===== src/hdl/mask_mem_pkg.sv =====
//////////////////////////////
// Shared sizes for the masked-write memory and its arbiter
// Imported by every RTL module and by the testbench
//////////////////////////////

package mask_mem_pkg;

  // Data word width, also the write mask width
  // One mask bit per data bit
  localparam int word_w = 32;

  // Number of words in the memory
  localparam int mem_depth = 64;

  // Address width follows from the depth
  localparam int addr_w = $clog2(mem_depth);

  // Peer clients sharing the memory
  localparam int num_clients = 3;

  // Width of a client index
  // Must hold num_clients-1
  localparam int client_w = 2;

endpackage


===== src/hdl/mask_mem_1rw_from_1r1w.sv =====
//////////////////////////////
// Single-port memory with bit-masked writes on top of a 1R1W RAM
// A masked write is a read-modify-write over two cycles
// Back-to-back hazards on one address go through a bypass register
// Read data is valid one cycle after the access
//////////////////////////////

`timescale 1ns/1ps

module mask_mem_1rw_from_1r1w
  import mask_mem_pkg::*;
(
  input  logic              clk_i,
  input  logic              rst_i,

  // Access port, always ready
  input  logic              v_i,
  input  logic              w_i,
  input  logic [addr_w-1:0] addr_i,
  input  logic [word_w-1:0] mask_i,
  input  logic [word_w-1:0] data_i,

  // Read data, one cycle after a read access
  output logic [word_w-1:0] data_o
);

  // Write accepted this cycle
  logic              wr_now;

  // Pending write from the previous cycle
  logic              pend_r;
  logic [addr_w-1:0] w_addr_r;
  logic [word_w-1:0] mask_r;

  // Current access hits the pending write
  logic              addr_hit;
  logic              byp_n;

  // Previous access hit the write before it
  logic              byp_r;

  // Running value for the address of the pending write
  // Holds new data when there was no hazard, merged word otherwise
  logic [word_w-1:0] byp_data_r;
  logic [word_w-1:0] byp_data_n;

  // RAM side
  logic              ram_wv;
  logic [word_w-1:0] ram_wdata;
  logic              ram_rv;
  logic [word_w-1:0] ram_rdata;

  assign wr_now   = v_i & w_i;
  assign addr_hit = (addr_i == w_addr_r);
  assign byp_n    = pend_r & addr_hit;

  // Pending write flag and bypass flag
  always_ff @(posedge clk_i)
  begin
    if (rst_i)
    begin
      pend_r <= 1'b0;
      byp_r  <= 1'b0;
    end
    else
    begin
      pend_r <= wr_now;
      // Only refreshed on an access
      // Consumers only look at it the cycle after an access
      if (v_i)
        byp_r <= byp_n;
    end
  end

  // Address tracks every access, used for the next hit compare
  always_ff @(posedge clk_i)
  begin
    if (v_i)
      w_addr_r <= addr_i;
  end

  // Mask of the write that is now pending
  always_ff @(posedge clk_i)
  begin
    if (wr_now)
      mask_r <= mask_i;
  end

  // Merged word for the pending write
  // After a hazard the register already has the full running value
  // Otherwise take the fresh RAM word where the mask is 0
  assign ram_wdata = byp_r ? byp_data_r
                           : (ram_rdata & ~mask_r) | (byp_data_r & mask_r);

  // Next bypass value
  always_comb
  begin
    if (byp_n)
    begin
      if (w_i)
        // Write after write, fold the new write into the running word
        byp_data_n = (ram_wdata & ~mask_i) | (data_i & mask_i);
      else
        // Read after write, keep the merged word for data_o
        byp_data_n = ram_wdata;
    end
    else
    begin
      // No hazard, just keep the new data for next cycle's merge
      byp_data_n = data_i;
    end
  end

  always_ff @(posedge clk_i)
  begin
    byp_data_r <= byp_data_n;
  end

  // RAM read is skipped when the word lives in the bypass path
  assign ram_rv = v_i & ~byp_n;

  // Drop the pending RAM write if a new write to the same address overtakes it
  assign ram_wv = pend_r & ~(wr_now & addr_hit);

  ram_1r1w_sync ram_i (
    .clk_i    (clk_i),
    .w_v_i    (ram_wv),
    .w_addr_i (w_addr_r),
    .w_data_i (ram_wdata),
    .r_v_i    (ram_rv),
    .r_addr_i (addr_i),
    .r_data_o (ram_rdata)
  );

  // Return the bypass word after a hazard, else the RAM word
  assign data_o = byp_r ? byp_data_r : ram_rdata;

endmodule


===== src/hdl/ram_1r1w_sync.sv =====
//////////////////////////////
// Simple dual-port RAM, one write port and one read port
// Read data is registered and appears one cycle after r_v_i
//////////////////////////////

`timescale 1ns/1ps

module ram_1r1w_sync
  import mask_mem_pkg::*;
(
  input  logic              clk_i,

  // Write port
  input  logic              w_v_i,
  input  logic [addr_w-1:0] w_addr_i,
  input  logic [word_w-1:0] w_data_i,

  // Read port
  input  logic              r_v_i,
  input  logic [addr_w-1:0] r_addr_i,
  output logic [word_w-1:0] r_data_o
);

  // Storage array, contents undefined until written
  logic [word_w-1:0] mem [mem_depth];

  // Write on the clock edge
  always_ff @(posedge clk_i)
  begin
    if (w_v_i)
      mem[w_addr_i] <= w_data_i;
  end

  // Registered read
  // Output holds its last value on idle cycles
  always_ff @(posedge clk_i)
  begin
    if (r_v_i)
      r_data_o <= mem[r_addr_i];
  end

endmodule


===== src/hdl/rr_client_arbiter.sv =====
//////////////////////////////
// Round-robin arbiter for the clients of the shared memory
// Grants one request per cycle, combinationally
// Steers the read return to the winner one cycle later
//////////////////////////////

`timescale 1ns/1ps

module rr_client_arbiter
  import mask_mem_pkg::*;
(
  input  logic                                  clk_i,
  input  logic                                  rst_i,

  // Client requests, indexed by client number
  input  logic [num_clients-1:0]                req_valid_i,
  input  logic [num_clients-1:0]                req_write_i,
  input  logic [num_clients-1:0][addr_w-1:0]    req_addr_i,
  input  logic [num_clients-1:0][word_w-1:0]    req_mask_i,
  input  logic [num_clients-1:0][word_w-1:0]    req_wdata_i,
  output logic [num_clients-1:0]                req_ready_o,

  // Client returns, fixed one-cycle latency
  output logic [num_clients-1:0]                rsp_valid_o,
  output logic [word_w-1:0]                     rsp_rdata_o,

  // Memory port
  output logic                                  mem_v_o,
  output logic                                  mem_w_o,
  output logic [addr_w-1:0]                     mem_addr_o,
  output logic [word_w-1:0]                     mem_mask_o,
  output logic [word_w-1:0]                     mem_wdata_o,
  input  logic [word_w-1:0]                     mem_rdata_i
);

  // Round-robin pointer, client with top priority this cycle
  logic [client_w-1:0] ptr_r;

  // Winner of this cycle
  logic                win_found;
  logic [client_w-1:0] win_idx;

  // Registered winner and read flag for the return
  logic [client_w-1:0] win_r;
  logic                rd_r;

  // Scan from the pointer, first requester wins
  always_comb
  begin
    int unsigned cand;
    win_found = 1'b0;
    win_idx   = '0;
    for (int i = 0; i < num_clients; i++)
    begin
      cand = (int'(ptr_r) + i) % num_clients;
      if (!win_found && req_valid_i[cand])
      begin
        win_found = 1'b1;
        win_idx   = cand[client_w-1:0];
      end
    end
  end

  // One-hot ready, only for the winner
  always_comb
  begin
    req_ready_o = '0;
    if (win_found)
      req_ready_o[win_idx] = 1'b1;
  end

  // Winner fields onto the memory port
  assign mem_v_o     = win_found;
  assign mem_w_o     = req_write_i[win_idx];
  assign mem_addr_o  = req_addr_i[win_idx];
  assign mem_mask_o  = req_mask_i[win_idx];
  assign mem_wdata_o = req_wdata_i[win_idx];

  // Pointer moves past the winner, wrapping at the last client
  always_ff @(posedge clk_i)
  begin
    if (rst_i)
      ptr_r <= '0;
    else if (win_found)
      ptr_r <= (win_idx == client_w'(num_clients - 1)) ? '0 : win_idx + 1'b1;
  end

  // Remember who gets the read return
  always_ff @(posedge clk_i)
  begin
    if (rst_i)
    begin
      rd_r  <= 1'b0;
      win_r <= '0;
    end
    else
    begin
      rd_r  <= win_found & ~req_write_i[win_idx];
      win_r <= win_idx;
    end
  end

  // Return pulse to the client of last cycle's read
  // Writes produce no return
  always_comb
  begin
    rsp_valid_o = '0;
    if (rd_r)
      rsp_valid_o[win_r] = 1'b1;
  end

  // Shared return data, qualified by rsp_valid_o
  assign rsp_rdata_o = mem_rdata_i;

endmodule


===== src/hdl/shared_mask_mem_top.sv =====
//////////////////////////////
// Masked-write memory shared by three clients
// Arbiter in front, read-modify-write memory behind it
//////////////////////////////

`timescale 1ns/1ps

module shared_mask_mem_top
  import mask_mem_pkg::*;
(
  input  logic                                  clk_i,
  input  logic                                  rst_i,

  // Client requests
  input  logic [num_clients-1:0]                req_valid_i,
  input  logic [num_clients-1:0]                req_write_i,
  input  logic [num_clients-1:0][addr_w-1:0]    req_addr_i,
  input  logic [num_clients-1:0][word_w-1:0]    req_mask_i,
  input  logic [num_clients-1:0][word_w-1:0]    req_wdata_i,
  output logic [num_clients-1:0]                req_ready_o,

  // Client returns
  output logic [num_clients-1:0]                rsp_valid_o,
  output logic [word_w-1:0]                     rsp_rdata_o
);

  // Arbiter to memory
  logic              mem_v;
  logic              mem_w;
  logic [addr_w-1:0] mem_addr;
  logic [word_w-1:0] mem_mask;
  logic [word_w-1:0] mem_wdata;

  // Memory to arbiter, one cycle after a read
  logic [word_w-1:0] mem_rdata;

  rr_client_arbiter arb_i (
    .clk_i       (clk_i),
    .rst_i       (rst_i),
    .req_valid_i (req_valid_i),
    .req_write_i (req_write_i),
    .req_addr_i  (req_addr_i),
    .req_mask_i  (req_mask_i),
    .req_wdata_i (req_wdata_i),
    .req_ready_o (req_ready_o),
    .rsp_valid_o (rsp_valid_o),
    .rsp_rdata_o (rsp_rdata_o),
    .mem_v_o     (mem_v),
    .mem_w_o     (mem_w),
    .mem_addr_o  (mem_addr),
    .mem_mask_o  (mem_mask),
    .mem_wdata_o (mem_wdata),
    .mem_rdata_i (mem_rdata)
  );

  // Memory never stalls, so no ready back to the arbiter
  mask_mem_1rw_from_1r1w mem_i (
    .clk_i  (clk_i),
    .rst_i  (rst_i),
    .v_i    (mem_v),
    .w_i    (mem_w),
    .addr_i (mem_addr),
    .mask_i (mem_mask),
    .data_i (mem_wdata),
    .data_o (mem_rdata)
  );

endmodule


===== config.mk =====
export PLATFORM = sky130hd
export DESIGN_NAME = shared_mask_mem_top
export DESIGN_NICKNAME = d
export VERILOG_FILES = /design/src/hdl/mask_mem_pkg.sv /design/src/hdl/mask_mem_1rw_from_1r1w.sv /design/src/hdl/ram_1r1w_sync.sv /design/src/hdl/rr_client_arbiter.sv /design/src/hdl/shared_mask_mem_top.sv
export SDC_FILE = /design/constraint.sdc
export NUM_CORES = 2
export LEC_CHECK = 0
export BUFFER_PORTS_ARGS = -buffer_cell sky130_fd_sc_hd__buf_2
export CAP_MARGIN = 20
export CELL_PAD_IN_SITES_DETAIL_PLACEMENT = 1
export CELL_PAD_IN_SITES_GLOBAL_PLACEMENT = 1
export CORE_ASPECT_RATIO = 1.75
export CORE_UTILIZATION = 40
export CTS_CLUSTER_SIZE = 28
export DETAILED_ROUTE_END_ITERATION = 8
export HOLD_SLACK_MARGIN = 0.06
export MAX_ROUTING_LAYER = met4
export PLACE_DENSITY = 0.72
export SLEW_MARGIN = 15
export SYNTH_ARGS = -nofsm -noshare
export SYNTH_HDL_FRONTEND = slang
export SYNTH_SLANG_ARGS = --single-unit

===== constraint.sdc =====
create_clock -name clk_i -period 5.6 [get_ports clk_i]
set_clock_uncertainty 0.15 [all_clocks]
set_input_delay 0.84 -clock clk_i [delete_from_list [all_inputs] [get_ports clk_i]]
set_output_delay 0.84 -clock clk_i [all_outputs]
set_load 0.01 [all_outputs]

==> key figures <==
Outcome
  – Outcome: finished clean

Global route
  – Vias in the first global route: 61650
  – Antenna violations before repair: 22
  – Total grt overflow: 0
  – GRT Util Overall: 31.09%
  – Largest net degree at the start of global routing: 102
  – First-pass GRT wire length: 466500 microns

Yosys
  – Syn_nets: roughly 6400
  – Seq/Total Area, Yosys: about three quarters
  – Post-synth EDFFs: ~2100
  – Share of the synthesized area in the top cell type: about three quarters
  – Syn avg cell area: 14.16 sq um
  – Synth Flop Type: edfxtp_1
  – Yosys warns: 0
  – Synth cell types: 77
  – Top cells by area, synth: edfxtp_1, nand2_1, mux2i_1
  – Share of flip-flops with an asynchronous set or reset: 0%
  – Gate Count Post-Synth: ~6100
  – Mapped cell area: between 80000 and 90000 sq um
  – Synth area leader: edfxtp_1
  – Number of synthesized register bits: 2157

Floorplan
  – Initial Util: ~40%
  – Die Span Y: just over 600 microns
  – Die X: about 350 microns
  – Core ar.: roughly 220000 sq um
  – Die area: around 220000 sq um
  – Io pins: between 200 and 300
  – Row count: approximately 230

Critical path
  – R2R Setup Slk: around 0.088 ns
  – WS Path Type: register to register
  – Length in cells of the worst reg-to-reg path: 16
  – CP required: ~6.0 ns
  – CP Capture Type: register
  – Crit path launch type: register
  – Crit-path max FO: 14
  – CP Data Arrival Time: a little under 6 ns
  – R2R Path Start: arb_i.ptr_r[0]$_SDFFE_PP0N_
  – End of the worst register-to-register path: mem_i.ram_i.r_data_o[18]$_DFFE_PP_

Clocking
  – CTS max path bufs: 4
  – Skew-Pair Late Insertion Delay: roughly 0.86 ns
  – Clk root buf: clkbuf_16
  – H-tree depth: 4
  – CTS tree: yes
  – Num CTS Buffers: roughly 190
  – CTS clk-pin slew, worst paths: roughly 0.070 ns
  – Post-CTS Hold Buffers: 0
  – Sinks on Clock Net: roughly 2200

STA
  – Fin worst setup slack: a little under 0.09 ns
  – Fmax: 181.4 MHz
  – WHS: about 0.16 ns
  – Worst-Margin Slew: between 1 and 1.5 ns
  – Hold Fails Final Rpt: 0
  – Setup TNS: 0 ns
  – Fin crit period: about 5.5 ns
  – Setup Viol. Count Final: 0
  – Final worst path period share: 98.43%
  – Pins Over Slew Limit: 0
  – Relative slew slack: around 16%

Drt
  – DRC: 0
  – Initial DRC count: between 7000 and 8000
  – Vias/cell: 6.280
  – Via count: approximately 60000
  – Avg WL per Cell: roughly 35 microns
  – Pre-antenna DRT Iters: 6
  – Final WL: roughly 340000 microns
  – Antenna-violating nets left: 0

Placement
  – Dpl hpwl: about 220000 microns
  – GP Congestion: just over 0.9
  – Port Buf Inserts: between 200 and 300
  – DP Worst Slack: -0.01520 ns

Final layout
  – Post-layout nets: 6818
  – Share of cells above drive strength 1: about 16%
  – Fill count: 21670
  – Synth-to-Final Area Change: 15.36%

Power and ir drop
  – Power per cell area: between 600 and 700 nW/um^2
  – Max VDD drop: ~780 uV
  – Static leakage: roughly 35 nW

Hold path
  – Hold depth: 2
  – Hold Path End: mem_i.byp_r$_SDFFE_PP0N_
  – Hold Startpoint: rst_i
  – HP Class: input port to register

Run
  – Max_cap viols: 0
## synthesized netlist by cell type, drive strengths merged (28+ instances only)
cell / n
a21oi: 306
nand2: 1369
nand4: 33
o22ai: 38
o21ai: 120
edfxtp: 2118
dfxtp: 39
a22oi: 88
nand3: 406
a31oi: 67
a32oi: 89
nor2: 175
clkbuf: 99
o211a: 36
mux2i: 411
buf: 286
a211oi: 59
mux2: 106
a221oi: 28
## per-stage QoR
step	utilization (%)	std cells	area [sq um]	total power, mW
detailed placement	43.69	9253	94520	50.96
floorplan	-	6143	87010	37.45
CTS	46.35	9581	100300	63.61
finish	46.40	9606	100400	64.29
global route	46.40	9604	100400	65.56
global placement	43.68	9252	94500	49.98
## per-layer routing
| metal | part of all wire, % | global-route usage [%] | up-vias | wire length (microns) |
|---|---|---|---|---|
| li1 | - | - | 24200 | - |
| met1 | 32 | 32.39 | 30820 | 107300 |
| met2 | 49 | 51.84 | 3972 | 166700 |
| met3 | 9.1 | 5.040 | 1339 | 30780 |
| met4 | 9.9 | 25.37 | 0 | 33540 |
| met5 | 0 | - | - | 0 |
## worst max-delay path: stages, from the launching register on
cell	delay, ns
dfxtp_1	0.38
inv_1	0.09
ha_1	0.44
or3b_1	0.17
a21oi_1	0.11
o41a_2	0.63
buf_4	0.23
nand3_1	0.09
and3_4	0.42
inv_6	0.16
nor2_4	0.41
buf_12	0.30
buf_4	0.26
a32oi_1	0.12
o21ai_0	0.26
o211ai_1	0.40
or4_1	0.56
## area by class of cell
type / instances / area [sq um] / area share (%)
inverters: 14 / 72.57 / 0.07230
diodes: 20 / 50.05 / 0.04986
well taps: 2850 / 3566 / 3.553
repair buffers: 650 / 5167 / 5.148
clock inverters: 102 / 832.0 / 0.8290
multi-input cells: 3587 / 21380 / 21.30
clock buffers: 226 / 4918 / 4.900
flip-flops and latches: 2157 / 64380 / 64.15
## what timing repair did
item | 4_1_cts | 5_1_grt
resized for setup | 0 | 2
setup endpoints to repair | 0 | 8
endpoints found under the hold margin | 0 | 0
buffers inserted | 0 | 5
## layout by cell type (no fill, tap or decap), types with 22 or more instances in the layout
| master | instances |
|---|---|
| edfxtp_1 | 2118 |
| nand2_1 | 1369 |
| mux2i_1 | 410 |
| nand3_1 | 405 |
| buf_4 | 321 |
| a21oi_1 | 305 |
| buf_2 | 255 |
| clkbuf_16 | 189 |
| o21ai_0 | 115 |
| nor2_1 | 103 |
| mux2_2 | 101 |
| a32oi_1 | 89 |
| a22oi_1 | 88 |
| buf_12 | 74 |
| nor2_4 | 70 |
| a31oi_1 | 67 |
| a211oi_1 | 59 |
| clkinv_1 | 44 |
| dfxtp_1 | 38 |
| o22ai_1 | 36 |
| o211a_1 | 36 |
| nand4_1 | 33 |
| clkbuf_1 | 32 |
| clkinv_2 | 30 |
| a221oi_1 | 28 |
| o2111ai_1 | 22 |
## how the worst max path moves through the flow
stage,slack [ns],to,start,cells after the start
floorplan,0.51,mem_i.ram_i.mem[16][0]$_DFFE_PP_,arb_i.ptr_r[0]$_SDFFE_PP0N_,15
global placement,0.007,mem_i.ram_i.r_data_o[18]$_DFFE_PP_,req_valid_i[2],15
detailed placement,-0.02,mem_i.ram_i.r_data_o[18]$_DFFE_PP_,req_valid_i[2],13
CTS,0.03,mem_i.ram_i.r_data_o[18]$_DFFE_PP_,arb_i.ptr_r[0]$_SDFFE_PP0N_,16
global route,-0.003,mem_i.ram_i.r_data_o[29]$_DFFE_PP_,arb_i.ptr_r[0]$_SDFFE_PP0N_,18
finish,0.09,mem_i.ram_i.r_data_o[18]$_DFFE_PP_,arb_i.ptr_r[0]$_SDFFE_PP0N_,16
## sequential cells by signal (all words and copies together) (netlist names)
| register | cells |
|---|---|
| arb_i.ptr_r | 2 |
| mem_i.ram_i.mem | 2048 |
| mem_i.pend_r | 1 |
| mem_i.mask_r | 32 |
| mem_i.byp_r | 1 |
| mem_i.byp_data_r | 32 |
| mem_i.w_addr_r | 6 |
| arb_i.win_r | 2 |
| mem_i.ram_i.r_data_o | 32 |
| arb_i.rd_r | 1 |
## power breakdown
part           leakage, nW  internal, mW  switching, mW
Sequential            19.5          22.3          0.529
Clock                 2.82          6.85           5.96
Combinational         12.4          7.55           21.1
## kinds of logic (layout without fill, tap and decap cells)
group | after synthesis | after routing | share of synthesized area [%]
flops | 2157 | 2157 | 74.00
simple gates | 2094 | 2094 | 10.07
compound gates | 968 | 968 | 7.530
mux | 517 | 517 | 6.109
buf+inv | 399 | 992 | 2.196
fa+ha+maj | 4 | 4 | 0.05752
xor+xnor | 4 | 4 | 0.04026
other cells | 0 | 20 | 0
(Power assumes the default switching activity.)
